===== config.mk =====
export PLATFORM = sky130hd
export DESIGN_NAME = line_word_mux
export DESIGN_NICKNAME = d
export VERILOG_FILES = /design/src/common/dcache_pkg.sv /design/src/dcache/line_word_mux.sv
export SDC_FILE = /design/constraint.sdc
export NUM_CORES = 1
export LEC_CHECK = 0
export BUFFER_PORTS_ARGS = -buffer_cell sky130_fd_sc_hd__buf_2
export CAP_MARGIN = 20
export CORE_AREA = 3 3 307 309
export DETAILED_ROUTE_END_ITERATION = 10
export DIE_AREA = 0 0 310 312
export REMOVE_ABC_BUFFERS = 1
export SLEW_MARGIN = 40
export SYNTH_ARGS = -nofsm -noshare
export SYNTH_HDL_FRONTEND = slang
export SYNTH_SLANG_ARGS = --single-unit

===== constraint.sdc =====
create_clock -name vclk -period 0.9
set_clock_uncertainty 0.1 [all_clocks]
set_input_delay 0.045 -clock vclk [all_inputs]
set_output_delay 0.045 -clock vclk [all_outputs]
set_load 0.01 [all_outputs]

===== src/common/dcache_pkg.sv =====
// data cache shared definitions
// address split, vector types, port structs for the core and the miss
// unit, and the controller state encoding
package dcache_pkg;

    // --------------------
    // widths
    // --------------------
    localparam int unsigned AddrWidth   = 32;
    localparam int unsigned WordWidth   = 64;
    localparam int unsigned LineWidth   = 128;
    localparam int unsigned NumSets     = 16;
    localparam int unsigned OffsetWidth = 4;
    localparam int unsigned IndexWidth  = 4;
    // tag is whatever is left above index and offset
    localparam int unsigned TagWidth    = AddrWidth - IndexWidth - OffsetWidth;

    typedef logic [AddrWidth-1:0]     addr_t;
    typedef logic [WordWidth-1:0]     word_t;
    typedef logic [WordWidth/8-1:0]   be_t;
    typedef logic [LineWidth-1:0]     line_t;
    typedef logic [LineWidth/8-1:0]   line_be_t;
    typedef logic [IndexWidth-1:0]    index_t;
    typedef logic [TagWidth-1:0]      tag_t;

    // --------------------
    // port structs
    // --------------------
    // core request, held steady by the core until gnt
    typedef struct packed {
        logic  req;
        logic  we;
        addr_t addr;
        be_t   be;
        word_t wdata;
    } core_req_t;

    typedef struct packed {
        logic  gnt;
        logic  rvalid;
        word_t rdata;
    } core_rsp_t;

    // request towards the miss unit, valid until miss_gnt
    typedef struct packed {
        logic  valid;
        logic  we;
        addr_t addr;
        be_t   be;
        word_t wdata;
    } miss_req_t;

    // one cycle pulse carrying a whole line
    typedef struct packed {
        logic  valid;
        addr_t addr;
        line_t line;
    } refill_t;

    typedef enum logic [2:0] {
        IDLE,
        WAIT_TAG,
        WAIT_GNT,
        STORE_REQ,
        WAIT_REFILL_GNT,
        WAIT_CRITICAL_WORD
    } ctrl_state_e;

endpackage

===== src/dcache/line_word_mux.sv =====
`timescale 1ns/100ps
// hit way and word selection
// picks the hit line out of all ways, extracts the addressed word and
// places a store word with its byte enables inside a line
module line_word_mux #(
    parameter int unsigned NumWays = 4
) (
    input  dcache_pkg::line_t [NumWays-1:0] rlines_i,
    input  logic [NumWays-1:0]              hit_way_i,
    input  logic                            offset_i,
    input  dcache_pkg::be_t                 be_i,
    input  dcache_pkg::word_t               wdata_i,
    output dcache_pkg::word_t               hit_word_o,
    output dcache_pkg::line_t               wline_o,
    output dcache_pkg::line_be_t            wbe_o
);

    localparam int unsigned WordBytes = dcache_pkg::WordWidth / 8;

    dcache_pkg::line_t hit_line;

    // hit way is one hot, so an OR tree is enough
    always_comb begin : way_select
        hit_line = '0;
        for (int w = 0; w < NumWays; w++) begin
            if (hit_way_i[w]) begin
                hit_line = hit_line | rlines_i[w];
            end
        end
    end

    // lower or upper word of the line
    assign hit_word_o = hit_line[offset_i * dcache_pkg::WordWidth +: dcache_pkg::WordWidth];

    always_comb begin : store_place
        wline_o = '0;
        wbe_o   = '0;
        wline_o[offset_i * dcache_pkg::WordWidth +: dcache_pkg::WordWidth] = wdata_i;
        wbe_o[offset_i * WordBytes +: WordBytes] = be_i;
    end

endmodule


==> run_results.csv, run 1 <==
group,metric,value,unit
run_status,status,"complete, but fails checks",
run_status,violations,"negative setup slack",
placement,io_buffer_count,797,
logic_synthesis,yosys.area.top_type,"a222oi_1",
worst_setup_path,cpMostUsedCell,"buf_12",
floorplanning,io_pins,797,
routing,routed_wl,70180,microns
timing,timing.final.ws_setup,-0.5404,ns
timing,relSlewSlack,69.09,%
power,power.density,522.2,mW/mm^2
min_path,min_path_type,"in2out",
worst_setup_path,required,0.75,ns
timing,slew_violations,0,
floorplanning,coreArea,0.09166,sq mm
finish,stdcell_count,2715,
logic_synthesis,synthCells,578,
job,cap_violations,0,
finish,fin_nets,2080,
worst_setup_path,cp-endpoint,"hit_word_o[48]",
worst_setup_path,worst-path-buf-inv,4,
routing,wl_per_cell,25.85,microns
timing,setup_viol,172,
placement,gp_congestion,0.8475,
worst_setup_path,cp.arrival,1.30,ns
finish,syn_to_final_growth,206.0,%
finish,final_common_cell,"buf_2",
finish,seqCellArea,0,sq um
logic_synthesis,synth.avg_cell_area,7.561,sq um
routing,drc,0,
timing,fin_crit,1.440,ns
global_routing,grt_max_degree,35,
placement,place_inst,2591,
power,leakage,0.006538,uW
worst_setup_path,worst-path-stages,7,
finish,drive_gt1_share,77.03,%
global_routing,grt_overflow,0,
worst_setup_path,slowest_delay,0.30,ns
worst_setup_path,slowest_stage,"a222oi_1",
routing,final_antenna_net_count,0,
worst_setup_path,crit_type,"in2out",
floorplanning,fp.dieW,310,microns
routing,vias,9862,
worst_setup_path,path_cells,"buf_16, buf_12, buf_12, a222oi_1, mux2i_1, a21o_1, buf_2",
worst_setup_path,path_delay_family,"buffers and inverters",
timing,hold_viol,0,
logic_synthesis,synth_cell_type_count,15,
global_routing,antenna_found_initial,83,
worst_setup_path,end_kind,"primary output",
floorplanning,row_count,111,
global_routing,grt_pass1_wl,84790,microns
logic_synthesis,synthTopCellsByArea,"a222oi_1 15%, a22o_1 12%, a22oi_1 11%",
floorplanning,die_h,312,microns
routing,firstDrtPassIters,7,
timing,worst_pin_slew,0.4507,ns
logic_synthesis,ys_seq_area_share,0,%
finish,most-common-layout-cells,"719 x buf_2, 122 x buf_6, 69 x buf_4",
worst_setup_path,critical_path.startpoint,"hit_way_i[0]",
global_routing,grt.total_usage,12.96,%
timing,grt_setup_unrepaired,"yes",
logic_synthesis,synth.top_cell.area_share,15.12,%
finish,design.seq.count,0,
floorplanning,initial_core_util,4.768,%
routing,drt_iter0_drc,769,
power,vdd_ir_drop_max,0.0002986,V
global_routing,grt_pass1_vias,9554,
placement,hpwl,57410,microns
timing,fin_crit_sh,160.0,%
worst_setup_path,critPathLaunchType,"input port",
timing,fmax,0.6943,GHz
timing,setup_tns,-46.69,ns
logic_synthesis,ys_warn_count,0,
worst_setup_path,cp_max_fo,7,
logic_synthesis,syn_area,0.004370,sq mm
floorplanning,dieArea,0.09672,sq mm
routing,vias_per_cell,3.632,
finish,clkbuf_count,0,
## how the worst min path moves through the flow
stage | from | endpoint | slack, ns | cells after the start
final | offset_i | wline_o[40] | 0.27 | 3
after floorplan | offset_i | wbe_o[0] | 0.04 | 1
after global placement | wdata_i[37] | wline_o[101] | 0.29 | 3
after detailed placement | wdata_i[0] | wline_o[64] | 0.29 | 3
after global routing | offset_i | wline_o[40] | 0.28 | 3
after CTS | offset_i | wline_o[40] | 0.29 | 3
## synth_stat cells, drive strengths merged
cell type	instances
a31oi	31
mux2i	33
buf	62
a222oi	66
clkbuf	21
and2	72
a21o	33
nor2b	72
mux2	33
a22o	62
a22oi	62
nor3	31
## per-layer routing
| metal | wire length [microns] | track usage, % |
|---|---|---|
| met1 | 28000 | 15.48 |
| met2 | 30610 | 20.88 |
| met3 | 8531 | 5.760 |
| met4 | 2847 | 3.763 |
| met5 | 182 | 0 |
## kinds of logic (layout without fill, tap and decap cells)
family	count (synthesis)	count (layout)	share of synthesized area, %
AO/OA/AOI/OAI	254	254	48.30
AND/OR/NAND/NOR	175	175	24.16
other	0	40	0
multiplexers	66	66	16.06
buffers and inverters	83	994	11.48
## repair_timing
action,CTS,global route
hold buffers,0,0
buffers inserted,39,22
gates resized for setup,204,175
pin swaps,58,40
endpoints found under the setup margin,170,164
cloned,27,4
## metrics by stage
step | setup WS [ns] | hold slack (ns) | total power (uW) | cell area, sq um | util, %
final | -0.5404 | 0.2701 | 6984 | 13370 | 14.59
after global routing | -0.6103 | 0.2766 | 7367 | 13320 | 14.53
after CTS | -0.5470 | 0.2920 | 6427 | 12370 | 13.49
after detailed placement | -0.5932 | 0.2927 | 5254 | 10460 | 11.42
after global placement | -0.6096 | 0.2914 | 5245 | 10460 | 11.42
after floorplan | 0.1183 | 0.03641 | 1674 | 3869 | -
## cell type report
| type | instances | area, sq um |
|---|---|---|
| Tap cell | 1186 | 1484 |
| Fill cell | 10453 | 78290 |
| Timing Repair Buffer | 994 | 7337 |
| Antenna cell | 40 | 100.1 |
| Multi-Input combinational cell | 495 | 4452 |
## where the power goes
| part | switching [uW] | internal (uW) |
|---|---|---|
| Combinational | 3100 | 3880 |
| Clock | 0 | 0.00606 |
| Sequential | 0 | 0 |
No activity file was read; power rests on OpenSTA's default activity.
==> run 2: changes to the inputs <==
--- a/config.mk
+++ b/config.mk
@@ -7,9 +7,12 @@
 export LEC_CHECK = 0
 export BUFFER_PORTS_ARGS = -buffer_cell sky130_fd_sc_hd__buf_2
 export CAP_MARGIN = 20
-export CORE_AREA = 3 3 307 309
+export CELL_PAD_IN_SITES_DETAIL_PLACEMENT = 2
+export CELL_PAD_IN_SITES_GLOBAL_PLACEMENT = 2
+export CORE_AREA = 3 3 312 314
 export DETAILED_ROUTE_END_ITERATION = 10
-export DIE_AREA = 0 0 310 312
+export DIE_AREA = 0 0 315 317
+export PLACE_DENSITY_LB_ADDON = 0.1
 export REMOVE_ABC_BUFFERS = 1
 export SLEW_MARGIN = 40
 export SYNTH_ARGS = -nofsm -noshare
==> run_results.csv, run 2 (synthesis results as in run 1) <==
group,metric,value,unit
run_status,status,"complete, but fails checks",
run_status,violations,"negative setup slack",
worst_setup_path,slowest_stage,"a222oi_1",
routing,vias,9342,
finish,most-common-layout-cells,"667 x buf_2, 152 x buf_6, 94 x buf_4",
routing,final_antenna_net_count,0,
timing,timing.final.ws_setup,-0.6211,ns
floorplanning,io_pins,797,
power,p_sw_share,42.97,%
power,switchingPower,3155,uW
timing,setup_viol,205,
global_routing,grt_max_degree,28,
routing,drt_iter0_drc,470,
worst_setup_path,critPathLaunchType,"input port",
power,p_comb_share,100.0,%
timing,grt_setup_unrepaired,"yes",
finish,final_common_cell,"buf_2",
power,leakage,0.006819,uW
power,finalPower,7341,uW
finish,stdcell_count,2785,
timing,slew_violations,0,
worst_setup_path,path_cells,"buf_16, buf_12, buf_6, a222oi_1, buf_4, mux2i_1, a21o_1, buf_6",
finish,fin_area,0.01403,sq mm
global_routing,grt_pass1_vias,10364,
global_routing,grt_overflow,0,
power,internal-power,4186,uW
routing,vias_per_cell,3.354,
power,vdd_ir_drop_max,0.0001225,V
finish,design.seq.count,0,
floorplanning,dieArea,0.09986,sq mm
global_routing,grt.total_usage,11.83,%
min_path,worstHoldStart,"be_i[6]",
floorplanning,fp.dieW,315,microns
global_routing,antenna_found_initial,29,
placement,place_inst,2671,
worst_setup_path,slowest_delay,0.35,ns
worst_setup_path,crit_type,"in2out",
global_routing,grt_pass1_wl,84000,microns
finish,clkbuf_count,0,
placement,placed_cell_area,0.01058,sq mm
routing,firstDrtPassIters,6,
power,power.share.clock,0,%
finish,fill_cells,11209,
timing,fin_crit_sh,169.0,%
power,power.density,523.4,mW/mm^2
timing,whs,0.2945,ns
finish,fin_nets,2098,
floorplanning,die_h,317,microns
power,power_frac_seq,0,%
floorplanning,row_count,113,
routing,routed_wl,65150,microns
timing,relSlewSlack,70.35,%
routing,drc,0,
worst_setup_path,cpMostUsedCell,"buf_6",
worst_setup_path,cp_max_fo,4,
placement,io_buffer_count,797,
worst_setup_path,end_kind,"primary output",
timing,worst_pin_slew,0.4448,ns
floorplanning,coreArea,0.09487,sq mm
finish,syn_to_final_growth,220.9,%
timing,hold_viol,0,
worst_setup_path,cp.arrival,1.38,ns
worst_setup_path,critical_path.startpoint,"hit_way_i[1]",
floorplanning,initial_core_util,4.607,%
finish,seqCellArea,0,sq um
min_path,min_path_type,"in2out",
finish,drive_gt1_share,78.96,%
placement,hpwl,50970,microns
routing,wl_per_cell,23.39,microns
cts,holdBufCountCts,0,
placement,gp_congestion,0.7612,
timing,fmax,0.6574,GHz
timing,setup_tns,-66.74,ns
timing,fin_crit,1.521,ns
worst_setup_path,required,0.75,ns
job,cap_violations,0,
==> run 2: cell types whose count changed in the layout (fill, tap and decap cells not counted), moves of 11 or more <==
cell / delta
buf_2: -52
buf_6: +30
diode_2: -27
buf_4: +25
and2_1: -24
and2_4: +24
nor2b_4: +11
==> run 2: per-layer routing <==
layer	global-route usage, %	routed length (microns)	share of wire, %	vias to the layer above
li1	-	-	-	4270
met1	12.11	22600	35	4550
met2	24.08	36730	56	442
met3	3.408	4878	7.5	52
met4	1.283	759	1.2	28
met5	0	178	0.27	-
==> run 2: metrics by stage <==
stage / utilization [%] / setup WS [ns]
final: 14.78 / -0.6211
after global routing: 14.76 / -0.6840
after CTS: 13.86 / -0.6566
after detailed placement: 11.15 / -0.9273
after global placement: 11.15 / -0.8401
after floorplan: - / 0.1183
==> run 2: final cells by class <==
type	instances	area (sq um)	area share (%)
Antenna cell	13	32.53	0.2319
Tap cell	1265	1583	11.28
Multi-Input combinational cell	495	4531	32.30
Timing Repair Buffer	1012	7880	56.18
==> run 2: path summary, 6_finish.rpt <==
check / endpoint / slack, ns / depth (start not counted)
max: hit_word_o[15] / -0.62 / 8
min: wbe_o[14] / 0.29 / 3
==> run 2: what timing repair did <==
action | 4_1_cts | 5_1_grt
setup endpoints to repair | 200 | 208
pin swaps | 86 | 35
resized for setup | 305 | 208
gates cloned | 28 | 7
setup buffers | 61 | 28
==> run 2: worst max-delay path: cells and delay by family <==
kind	cells	cell delay (ns)
mux	1	0.06
buf+inv	5	0.68
compound gates	2	0.57
==> run 2: power by group through the flow <==
stage	logic [uW]	registers (uW)	clock network [uW]
CTS	7060	0	0
finish	7340	0	0.00193
global placement	5440	0	0
floorplan	1670	0	0
detailed placement	5460	0	0
global route	7910	0	0.000595
