### src/common/dcache_pkg.sv
// data cache shared definitions
// address split, vector types, port structs for the core and the miss
// unit, and the controller state encoding
package dcache_pkg;

    // --------------------
    // widths
    // --------------------
    localparam int unsigned AddrWidth   = 32;
    localparam int unsigned WordWidth   = 64;
    localparam int unsigned LineWidth   = 128;
    localparam int unsigned NumSets     = 16;
    localparam int unsigned OffsetWidth = 4;
    localparam int unsigned IndexWidth  = 4;
    // tag is whatever is left above index and offset
    localparam int unsigned TagWidth    = AddrWidth - IndexWidth - OffsetWidth;

    typedef logic [AddrWidth-1:0]     addr_t;
    typedef logic [WordWidth-1:0]     word_t;
    typedef logic [WordWidth/8-1:0]   be_t;
    typedef logic [LineWidth-1:0]     line_t;
    typedef logic [LineWidth/8-1:0]   line_be_t;
    typedef logic [IndexWidth-1:0]    index_t;
    typedef logic [TagWidth-1:0]      tag_t;

    // --------------------
    // port structs
    // --------------------
    // core request, held steady by the core until gnt
    typedef struct packed {
        logic  req;
        logic  we;
        addr_t addr;
        be_t   be;
        word_t wdata;
    } core_req_t;

    typedef struct packed {
        logic  gnt;
        logic  rvalid;
        word_t rdata;
    } core_rsp_t;

    // request towards the miss unit, valid until miss_gnt
    typedef struct packed {
        logic  valid;
        logic  we;
        addr_t addr;
        be_t   be;
        word_t wdata;
    } miss_req_t;

    // one cycle pulse carrying a whole line
    typedef struct packed {
        logic  valid;
        addr_t addr;
        line_t line;
    } refill_t;

    typedef enum logic [2:0] {
        IDLE,
        WAIT_TAG,
        WAIT_GNT,
        STORE_REQ,
        WAIT_REFILL_GNT,
        WAIT_CRITICAL_WORD
    } ctrl_state_e;

endpackage
### src/dcache/cache_ctrl.sv
`timescale 1ns/100ps
// data cache controller
// accepts core loads and stores, looks them up in the array, writes store
// hits in a second array access and hands misses to the miss unit
// loads are granted at acceptance, stores when they complete
module cache_ctrl #(
    parameter int unsigned NumWays = 4
) (
    input  logic                  clk_i,
    input  logic                  rst_ni,
    // core port
    input  dcache_pkg::core_req_t core_req_i,
    output dcache_pkg::core_rsp_t core_rsp_o,
    // miss unit
    output dcache_pkg::miss_req_t miss_req_o,
    input  logic                  miss_gnt_i,
    input  logic                  critical_word_valid_i,
    input  dcache_pkg::word_t     critical_word_i,
    // array
    output logic                  arr_req_o,
    output logic                  arr_we_o,
    output dcache_pkg::index_t    arr_index_o,
    output dcache_pkg::tag_t      arr_tag_o,
    output logic [NumWays-1:0]    arr_way_we_o,
    input  logic                  arr_gnt_i,
    input  logic [NumWays-1:0]    hit_way_i,
    // word mux
    input  dcache_pkg::word_t     hit_word_i,
    output logic                  req_offset_o,
    output dcache_pkg::be_t       req_be_o,
    output dcache_pkg::word_t     req_wdata_o
);

    dcache_pkg::ctrl_state_e state_d, state_q;
    // request currently being served
    dcache_pkg::core_req_t   req_d, req_q;
    // way to write for a store hit
    logic [NumWays-1:0]      hit_way_d, hit_way_q;
    logic                    hit;
    logic                    next_load;

    assign hit       = |hit_way_i;
    // only loads may follow a load hit back to back
    assign next_load = core_req_i.req & ~core_req_i.we;

    // saved request drives word selection and store placement
    assign req_offset_o = req_q.addr[dcache_pkg::OffsetWidth-1];
    assign req_be_o     = req_q.be;
    assign req_wdata_o  = req_q.wdata;

    // --------------------
    // controller FSM
    // --------------------
    always_comb begin : ctrl_fsm
        state_d   = state_q;
        req_d     = req_q;
        hit_way_d = hit_way_q;

        core_rsp_o = '0;
        miss_req_o = '0;

        // default lookup address comes straight from the core
        arr_req_o    = 1'b0;
        arr_we_o     = 1'b0;
        arr_index_o  = core_req_i.addr[dcache_pkg::OffsetWidth +: dcache_pkg::IndexWidth];
        arr_tag_o    = core_req_i.addr[dcache_pkg::AddrWidth-1 -: dcache_pkg::TagWidth];
        arr_way_we_o = '0;

        case (state_q)
            dcache_pkg::IDLE: begin
                if (core_req_i.req) begin
                    arr_req_o = 1'b1;
                    // accept once the array takes the lookup
                    if (arr_gnt_i) begin
                        req_d          = core_req_i;
                        state_d        = dcache_pkg::WAIT_TAG;
                        core_rsp_o.gnt = ~core_req_i.we;
                    end
                end
            end

            // hit info for the saved request is valid now
            dcache_pkg::WAIT_TAG: begin
                core_rsp_o.rdata = hit_word_i;
                if (hit) begin
                    if (!req_q.we) begin
                        core_rsp_o.rvalid = 1'b1;
                        state_d           = dcache_pkg::IDLE;
                        // take the next load in the same cycle
                        if (next_load) begin
                            arr_req_o      = 1'b1;
                            req_d          = core_req_i;
                            core_rsp_o.gnt = 1'b1;
                            // lost the array, replay the saved index
                            state_d        = arr_gnt_i ? dcache_pkg::WAIT_TAG
                                                       : dcache_pkg::WAIT_GNT;
                        end
                    end else begin
                        // store needs a second access to write
                        hit_way_d = hit_way_i;
                        state_d   = dcache_pkg::STORE_REQ;
                    end
                end else begin
                    state_d = dcache_pkg::WAIT_REFILL_GNT;
                end
            end

            // load already granted, array grant still missing
            dcache_pkg::WAIT_GNT: begin
                arr_req_o   = 1'b1;
                arr_index_o = req_q.addr[dcache_pkg::OffsetWidth +: dcache_pkg::IndexWidth];
                arr_tag_o   = req_q.addr[dcache_pkg::AddrWidth-1 -: dcache_pkg::TagWidth];
                if (arr_gnt_i) begin
                    state_d = dcache_pkg::WAIT_TAG;
                end
            end

            // write the hit way, array sets the dirty bit
            dcache_pkg::STORE_REQ: begin
                arr_req_o    = 1'b1;
                arr_we_o     = 1'b1;
                arr_index_o  = req_q.addr[dcache_pkg::OffsetWidth +: dcache_pkg::IndexWidth];
                arr_tag_o    = req_q.addr[dcache_pkg::AddrWidth-1 -: dcache_pkg::TagWidth];
                arr_way_we_o = hit_way_q;
                if (arr_gnt_i) begin
                    core_rsp_o.gnt = 1'b1;
                    state_d        = dcache_pkg::IDLE;
                end
            end

            // fields come from registers so they stay stable until grant
            dcache_pkg::WAIT_REFILL_GNT: begin
                miss_req_o.valid = 1'b1;
                miss_req_o.we    = req_q.we;
                miss_req_o.addr  = req_q.addr;
                miss_req_o.be    = req_q.be;
                miss_req_o.wdata = req_q.wdata;
                if (miss_gnt_i) begin
                    if (req_q.we) begin
                        // store miss is done once the miss unit owns it
                        core_rsp_o.gnt = 1'b1;
                        state_d        = dcache_pkg::IDLE;
                    end else begin
                        state_d = dcache_pkg::WAIT_CRITICAL_WORD;
                    end
                end
            end

            // refill already written, the critical word ends the load
            dcache_pkg::WAIT_CRITICAL_WORD: begin
                core_rsp_o.rdata = critical_word_i;
                if (critical_word_valid_i) begin
                    core_rsp_o.rvalid = 1'b1;
                    state_d           = dcache_pkg::IDLE;
                end
            end

            default: begin
                state_d = dcache_pkg::IDLE;
            end
        endcase
    end

    // --------------------
    // registers
    // --------------------
    always_ff @(posedge clk_i or negedge rst_ni) begin
        if (!rst_ni) begin
            state_q   <= dcache_pkg::IDLE;
            hit_way_q <= '0;
        end else begin
            state_q   <= state_d;
            hit_way_q <= hit_way_d;
        end
    end

    // saved request payload
    always_ff @(posedge clk_i) begin
        req_q <= req_d;
    end

endmodule

### config.mk
export PLATFORM = sky130hd
export DESIGN_NAME = cache_ctrl
export DESIGN_NICKNAME = d
export VERILOG_FILES = /design/src/common/dcache_pkg.sv /design/src/dcache/cache_ctrl.sv
export SDC_FILE = /design/constraint.sdc
export NUM_CORES = 1
export LEC_CHECK = 0
export BUFFER_PORTS_ARGS = -buffer_cell sky130_fd_sc_hd__buf_2
export CAP_MARGIN = 20
export CORE_AREA = 2 2 205 207
export DETAILED_ROUTE_END_ITERATION = 16
export DIE_AREA = 0 0 207 209
export GPL_ROUTABILITY_DRIVEN = 0
export SYNTH_ARGS = -nofsm -noshare
export SYNTH_HDL_FRONTEND = slang
export SYNTH_SLANG_ARGS = --single-unit
### constraint.sdc
create_clock -name clk_i -period 12.4 [get_ports clk_i]
set_input_delay 2.48 -clock clk_i [delete_from_list [all_inputs] [get_ports clk_i]]
set_output_delay 2.48 -clock clk_i [all_outputs]
set_load 0.05 [all_outputs]
==> results of run 1 <==
-- cells in the mapped netlist --
library cell	count
nand2_1	3
or2_2	1
nor4b_1	1
edfxtp_1	105
nand3b_1	1
o211ai_1	3
nand2b_1	2
buf_4	74
a221oi_1	1
dfrtp_1	7
a22oi_1	2
nand3_1	5
or4_1	1
o21ai_0	2
and2_1	106
and3_1	4
a21oi_1	4
a21boi_0	2
or3_1	1
nor3_1	1
nor3b_2	3
nor2_1	3
inv_1	1
and3b_1	1
clkbuf_1	17
buf_1	4
buf_2	18
clkbuf_2	4
a211oi_1	1
nor3b_1	3
nor2b_1	107
nor4bb_1	2
a22o_1	64
mux2_2	33
and2b_1	1
-- through the flow --
step,instances,power [W],setup slack [ns]
final,1556,0.00209,6.07
after detailed placement,1538,0.00179,6.08
after CTS,1554,0.00212,6.08
after global routing,1555,0.00219,6.01
after global placement,1538,0.00178,6.08
after floorplan,588,0.00158,1.39
-- report_power, final --
group / internal, W / switching, W / total, W
Sequential: 0.000539 / 0.0000575 / 0.000596
Clock: 0.000163 / 0.000149 / 0.000312
Combinational: 0.000297 / 0.000881 / 0.00118
Total: 0.00100 / 0.00109 / 0.00209
-- critical path: cells and delay by family --
kind	cells	cell delay [ns]
AND/OR/NAND/NOR	2	0.88
AO/OA/AOI/OAI	1	0.09
buffers and inverters	2	0.38
-- cells by family after synthesis --
family                 after synthesis  share of synthesized area, %
muxes                               33                          5.58
AOI/OAI and AO/OA                   79                          9.90
DFF                                112                          50.0
and+or+nand+nor                    246                          23.3
buffers and inverters              118                          11.2
-- layout make-up --
cell class | instances | area [um^2]
fill | 4505 | 31700
sequential | 112 | 3330
timing repair buffer | 528 | 2660
multi-input combinational | 358 | 2620
tap | 539 | 674
clock buffer | 9 | 225
clock inverter | 7 | 100
antenna | 2 | 5.00
inverter | 1 | 3.75
-- metal layers --
metal / up-vias / GRT usage (%)
li1: 2824 / -
met1: 2778 / 13.1
met2: 285 / 15.3
met3: 26 / 3.88
met4: 8 / 3.52
met5: - / 0
-- state kept, by name, summed over array words and instances, names as in the netlist --
signal        flops
req_wdata_o      64
req_q            32
req_be_o          8
hit_way_q         4
state_q           3
req_offset_o      1
-- how the worst max path moves through the flow --
stage	start	to	slack, ns	depth (start not counted)
finish	hit_way_i[1]	arr_req_o	6.07	5
global route	hit_way_i[1]	arr_req_o	6.01	5
CTS	hit_way_i[1]	arr_req_o	6.08	5
detailed placement	hit_way_i[1]	arr_req_o	6.08	5
global placement	hit_way_i[1]	arr_req_o	6.08	5
floorplan	hit_way_i[0]	req_be_o[0]	1.39	4
-- cell usage in the layout (no fill, tap or decap), types with 5 or more instances in the layout --
cell / instances
dfrtp_1: 7
clkbuf_16: 9
mux2_2: 33
and2_1: 106
a22o_1: 64
buf_4: 7
buf_2: 521
edfxtp_1: 105
nor2b_1: 107
nand3_1: 5
==> impl_metrics.tcl, run 1 <==
set metrics [dict create \
    seq_area_frac_synth_pct 50.0 \
    dr.max_layer_used "met5" \
    fin_crit_ns 6.33 \
    synth_area_um2 6660 \
    detail-route-antenna-nets 0 \
    yosys_register_bits 112 \
    r2r_end "req_wdata_o[16]" \
    synth_top_cell_by_area "edfxtp_1" \
    hold_violations 0 \
    die_x_um 207 \
    max_freq_ghz 0.158 \
    synth_top_cells_by_area "edfxtp_1 47%, nor2b_1 10%, and2_1 10%" \
    fin_crit_sh_pct 51.0 \
    slew_headroom_pct 44.2 \
    min_from "hit_way_q[3]" \
    drtPass1Iterations 4 \
    critPathArrivalTime_ns 3.85 \
    grt_pass1_vias 5294 \
    slowest_delay_ns 0.67 \
    grt_setup_unrepaired "no" \
    wl_met2_um 10900 \
    port_buffers 521 \
    finish.instance_area_um2 9610 \
    whs_path_depth 1 \
    critPathCaptureType "output pin" \
    ys_types 35 \
    core-area_um2 41300 \
    worst-setup-path-type "input pin to output pin" \
    grt_max_degree 83 \
    rows 75 \
    dp_hpwl_um 19000 \
    start_util_pct 16.1 \
    hold_end "hit_way_q[3]" \
    cp_cell_sequence "buf_2 -> or4_1 -> nand3_1 -> a21oi_1 -> buf_2" \
    p_leak_nw 4.63 \
    cp-start-kind "input pin" \
    first_iter_violations 327 \
    io_pins 522 \
    maxCapViolations 0 \
    peakVddDrop_uv 91.2 \
    syn-num-nets 831 \
    power.density_nw_per_um2 217 \
    root_buffer "clkbuf_16" \
    yosys_warnings 0 \
    num_vias 5921 \
    clkTransAtPathRegs_ns 0.08 \
    slew_violations 0 \
    final_util_pct 23.3 \
    r2r-start "state_q[1]" \
    clockBufferDepth 2 \
    wirelength_um 23600 \
    rrSetupSlack_ns 9.60 \
    cts_hold_buf 0 \
    wl_met3_um 2100 \
    worst_hold_slack_ns 0.515 \
    syn_to_final_growth_pct 44.3 \
    clkLatencyLatePin_ns 0.37 \
    cts.sinks 112 \
    fin_tns_setup_ns 0 \
    slowest_stage "or4_1" \
    grt_use_total_pct 10.1 \
    cts_max_level 3 \
    post_cts_resized 0 \
    wl_met1_um 10100 \
    synth_top_area_share_pct 47.3 \
    die-area_um2 43300 \
    avgSynthCellArea_um2 11.3 \
    cts_tree "done" \
    vias_per_cell 3.81 \
    cp_max_fo 8 \
    syn_inst 588 \
    post_cts_buffers 0 \
    final_layout_size_suffix_gt1_share_pct 57.5 \
    grt_first_pass_wirelength_um 33000 \
    setup_viol 0 \
    skew_ns 0.00651 \
    drcViolationCount 0 \
    layout.nets 1253 \
    antenna_found_initial 8 \
    ff2ff_path_depth 4 \
    die_y_um 209 \
    cpMostUsedCell "buf_2" \
    numCtsBuffers 9 \
    outcome "finished, final reports clean" \
    required_ns 9.92 \
    grt_overflow 0 \
    hold_path_class "register to register" \
    worst_pin_slew_ns 0.836 \
    placedInstanceArea_um2 9280 \
    wire_per_inst_um 15.1 \
]
No activity file was read; power rests on OpenSTA's default activity.
==> run 2, diff against run 1 <==
--- a/config.mk
+++ b/config.mk
@@ -7,9 +7,9 @@
 export LEC_CHECK = 0
 export BUFFER_PORTS_ARGS = -buffer_cell sky130_fd_sc_hd__buf_2
 export CAP_MARGIN = 20
-export CORE_AREA = 2 2 205 207
+export CORE_AREA = 2 2 203 205
 export DETAILED_ROUTE_END_ITERATION = 16
-export DIE_AREA = 0 0 207 209
+export DIE_AREA = 0 0 205 207
 export GPL_ROUTABILITY_DRIVEN = 0
 export SYNTH_ARGS = -nofsm -noshare
 export SYNTH_HDL_FRONTEND = slang
==> constraint.sdc (replaced) <==
create_clock -name clk_i -period 5.71 [get_ports clk_i]
set_input_delay 1.142 -clock clk_i [delete_from_list [all_inputs] [get_ports clk_i]]
set_output_delay 1.142 -clock clk_i [all_outputs]
set_load 0.05 [all_outputs]
==> run 2 against run 1 <==
Compared with the run above: critical path depth unchanged; sequential share of layout area grew 0.11 points; hold slack worse by 0.0025 ns; worst setup slack got worse by 4.1 ns; sequential power rose by 120%; core utilization is 0.45 points higher; via count fell by 0.74%; clock skew grew 0.0037 ns; cell area decreased by 0.33%; critical path type is now register to output pin; non-clock buffer count is 1 higher.
==> impl_metrics.tcl, run 2 (synthesis gave the netlist of run 1 again) <==
set metrics [dict create \
    antenna_found_initial 7 \
    r2r_end "req_q[85]" \
    largest_register_ff_count 64 \
    vias_per_cell 3.79 \
    rows 74 \
    io_pins 522 \
    layout_setup_ws_ns 2.00 \
    final_layout_size_suffix_gt1_share_pct 57.5 \
    root_buffer "clkbuf_16" \
    post_cts_buffers 0 \
    die_y_um 207 \
    numCtsBuffers 9 \
    drcViolationCount 0 \
    slowest_stage "dfrtp_1" \
    finalNonFillerCells 1549 \
    syn_to_final_growth_pct 43.8 \
    drtPass1Iterations 5 \
    clkTransAtPathRegs_ns 0.08 \
    fin_crit_sh_pct 65.0 \
    slew_violations 0 \
    critPathCaptureType "output pin" \
    clkLatencyLatePin_ns 0.37 \
    ff2ff_path_depth 5 \
    power_w 0.00447 \
    fin_tns_setup_ns 0 \
    final_cell_mix "521 x buf_2, 107 x nor2b_1, 106 x and2_1, 105 x edfxtp_1, 64 x a22o_1" \
    dp_hpwl_um 18300 \
    cts_max_level 3 \
    cts.sinks 112 \
    grt_pass1_vias 5415 \
    r2r-start "state_q[1]" \
    grt_max_degree 70 \
    die_x_um 205 \
    peakVddDrop_uv 286 \
    cp-start-kind "register" \
    layout.nets 1254 \
    wire_per_inst_um 14.6 \
    hold_violations 0 \
    min_from "hit_way_q[2]" \
    grt_setup_unrepaired "no" \
    max_freq_ghz 0.269 \
    critPathArrivalTime_ns 2.57 \
    slew_headroom_pct 48.8 \
    wirelength_um 22700 \
    final_common_cell "buf_2" \
    cts_hold_buf 0 \
    maxCapViolations 0 \
    grt_use_total_pct 10.1 \
    p_leak_nw 4.61 \
    fin_crit_ns 3.71 \
    detail-route-antenna-nets 0 \
    dp_cells 1532 \
    port_buffers 521 \
    grt_overflow 0 \
    core-area_um2 40400 \
    cp_cell_sequence "inv_1 -> nor3b_2 -> buf_4 -> a22o_1 -> buf_2" \
    hold_end "hit_way_q[2]" \
    skew_ns 0.0103 \
    dpl_worst_slack_ns 2.13 \
    power.density_nw_per_um2 467 \
    num_vias 5877 \
    start_util_pct 16.5 \
    cts_tree "done" \
    grt_first_pass_wirelength_um 32200 \
    whs_path_depth 1 \
    clockBufferDepth 2 \
    worst_pin_slew_ns 0.768 \
    setup_viol 0 \
    first_iter_violations 269 \
    worst-setup-path-type "register to output pin" \
    post_cts_resized 0 \
    outcome "finished, final reports clean" \
    hold_path_class "register to register" \
    die-area_um2 42400 \
    cp_max_fo 64 \
    slowest_delay_ns 0.63 \
    worst_hold_slack_ns 0.512 \
    required_ns 4.57 \
    rrSetupSlack_ns 2.45 \
]
-- run 2: changes by cell type in the layout (fill, tap and decap cells not counted) --
| cell | previous run | this run |
|---|---|---|
| buf_4 | 7 | 8 |
| clkinvlp_4 | 0 | 3 |
| inv_6 | 2 | 1 |
| clkinv_8 | 2 | 0 |
| inv_8 | 1 | 0 |
-- run 2: worst max path at each step --
| stage | from | end | cells past startpoint |
|---|---|---|---|
| global route | state_q[0] | core_rsp_o[30] | 5 |
| finish | state_q[0] | core_rsp_o[30] | 5 |
| global placement | hit_way_i[1] | arr_req_o | 5 |
| CTS | state_q[0] | core_rsp_o[30] | 5 |
| detailed placement | hit_way_i[1] | arr_req_o | 5 |
| floorplan | hit_way_i[0] | req_be_o[0] | 4 |
-- run 2: final cells by class --
class,count,area [um^2]
fill,4368,30800
sequential,112,3330
timing repair buffer,529,2670
multi-input combinational,358,2620
tap,532,666
clock buffer,9,225
clock inverter,6,70.1
antenna,2,5.00
inverter,1,3.75
-- run 2: per-stage QoR --
stage / instance area [um^2] / utilization [%]
after floorplan: 6670 / -
after global placement: 9280 / 23.0
after detailed placement: 9280 / 23.0
after CTS: 9580 / 23.7
after global routing: 9580 / 23.7
final: 9580 / 23.7
-- run 2: power breakdown --
part | total (W) | switching [W] | internal (W)
clock network | 0.000641 | 0.000301 | 0.000340
logic | 0.00254 | 0.00189 | 0.000646
registers | 0.00130 | 0.000126 | 0.00117
-- run 2: metal layers --
layer	up-vias	part of all wire, %	track usage [%]
met5	-	0	0
met4	0	1.2	2.88
met3	13	8.0	2.60
met2	290	47	16.1
met1	2752	44	13.3
li1	2822	-	-
-- run 2: critical path, delay by kind of cell (launching register included) --
kind                   cells  cell delay [ns]
buffers and inverters      3             1.08
flip-flops                 1             0.63
AO/OA/AOI/OAI              1             0.23
AND/OR/NAND/NOR            1             0.24
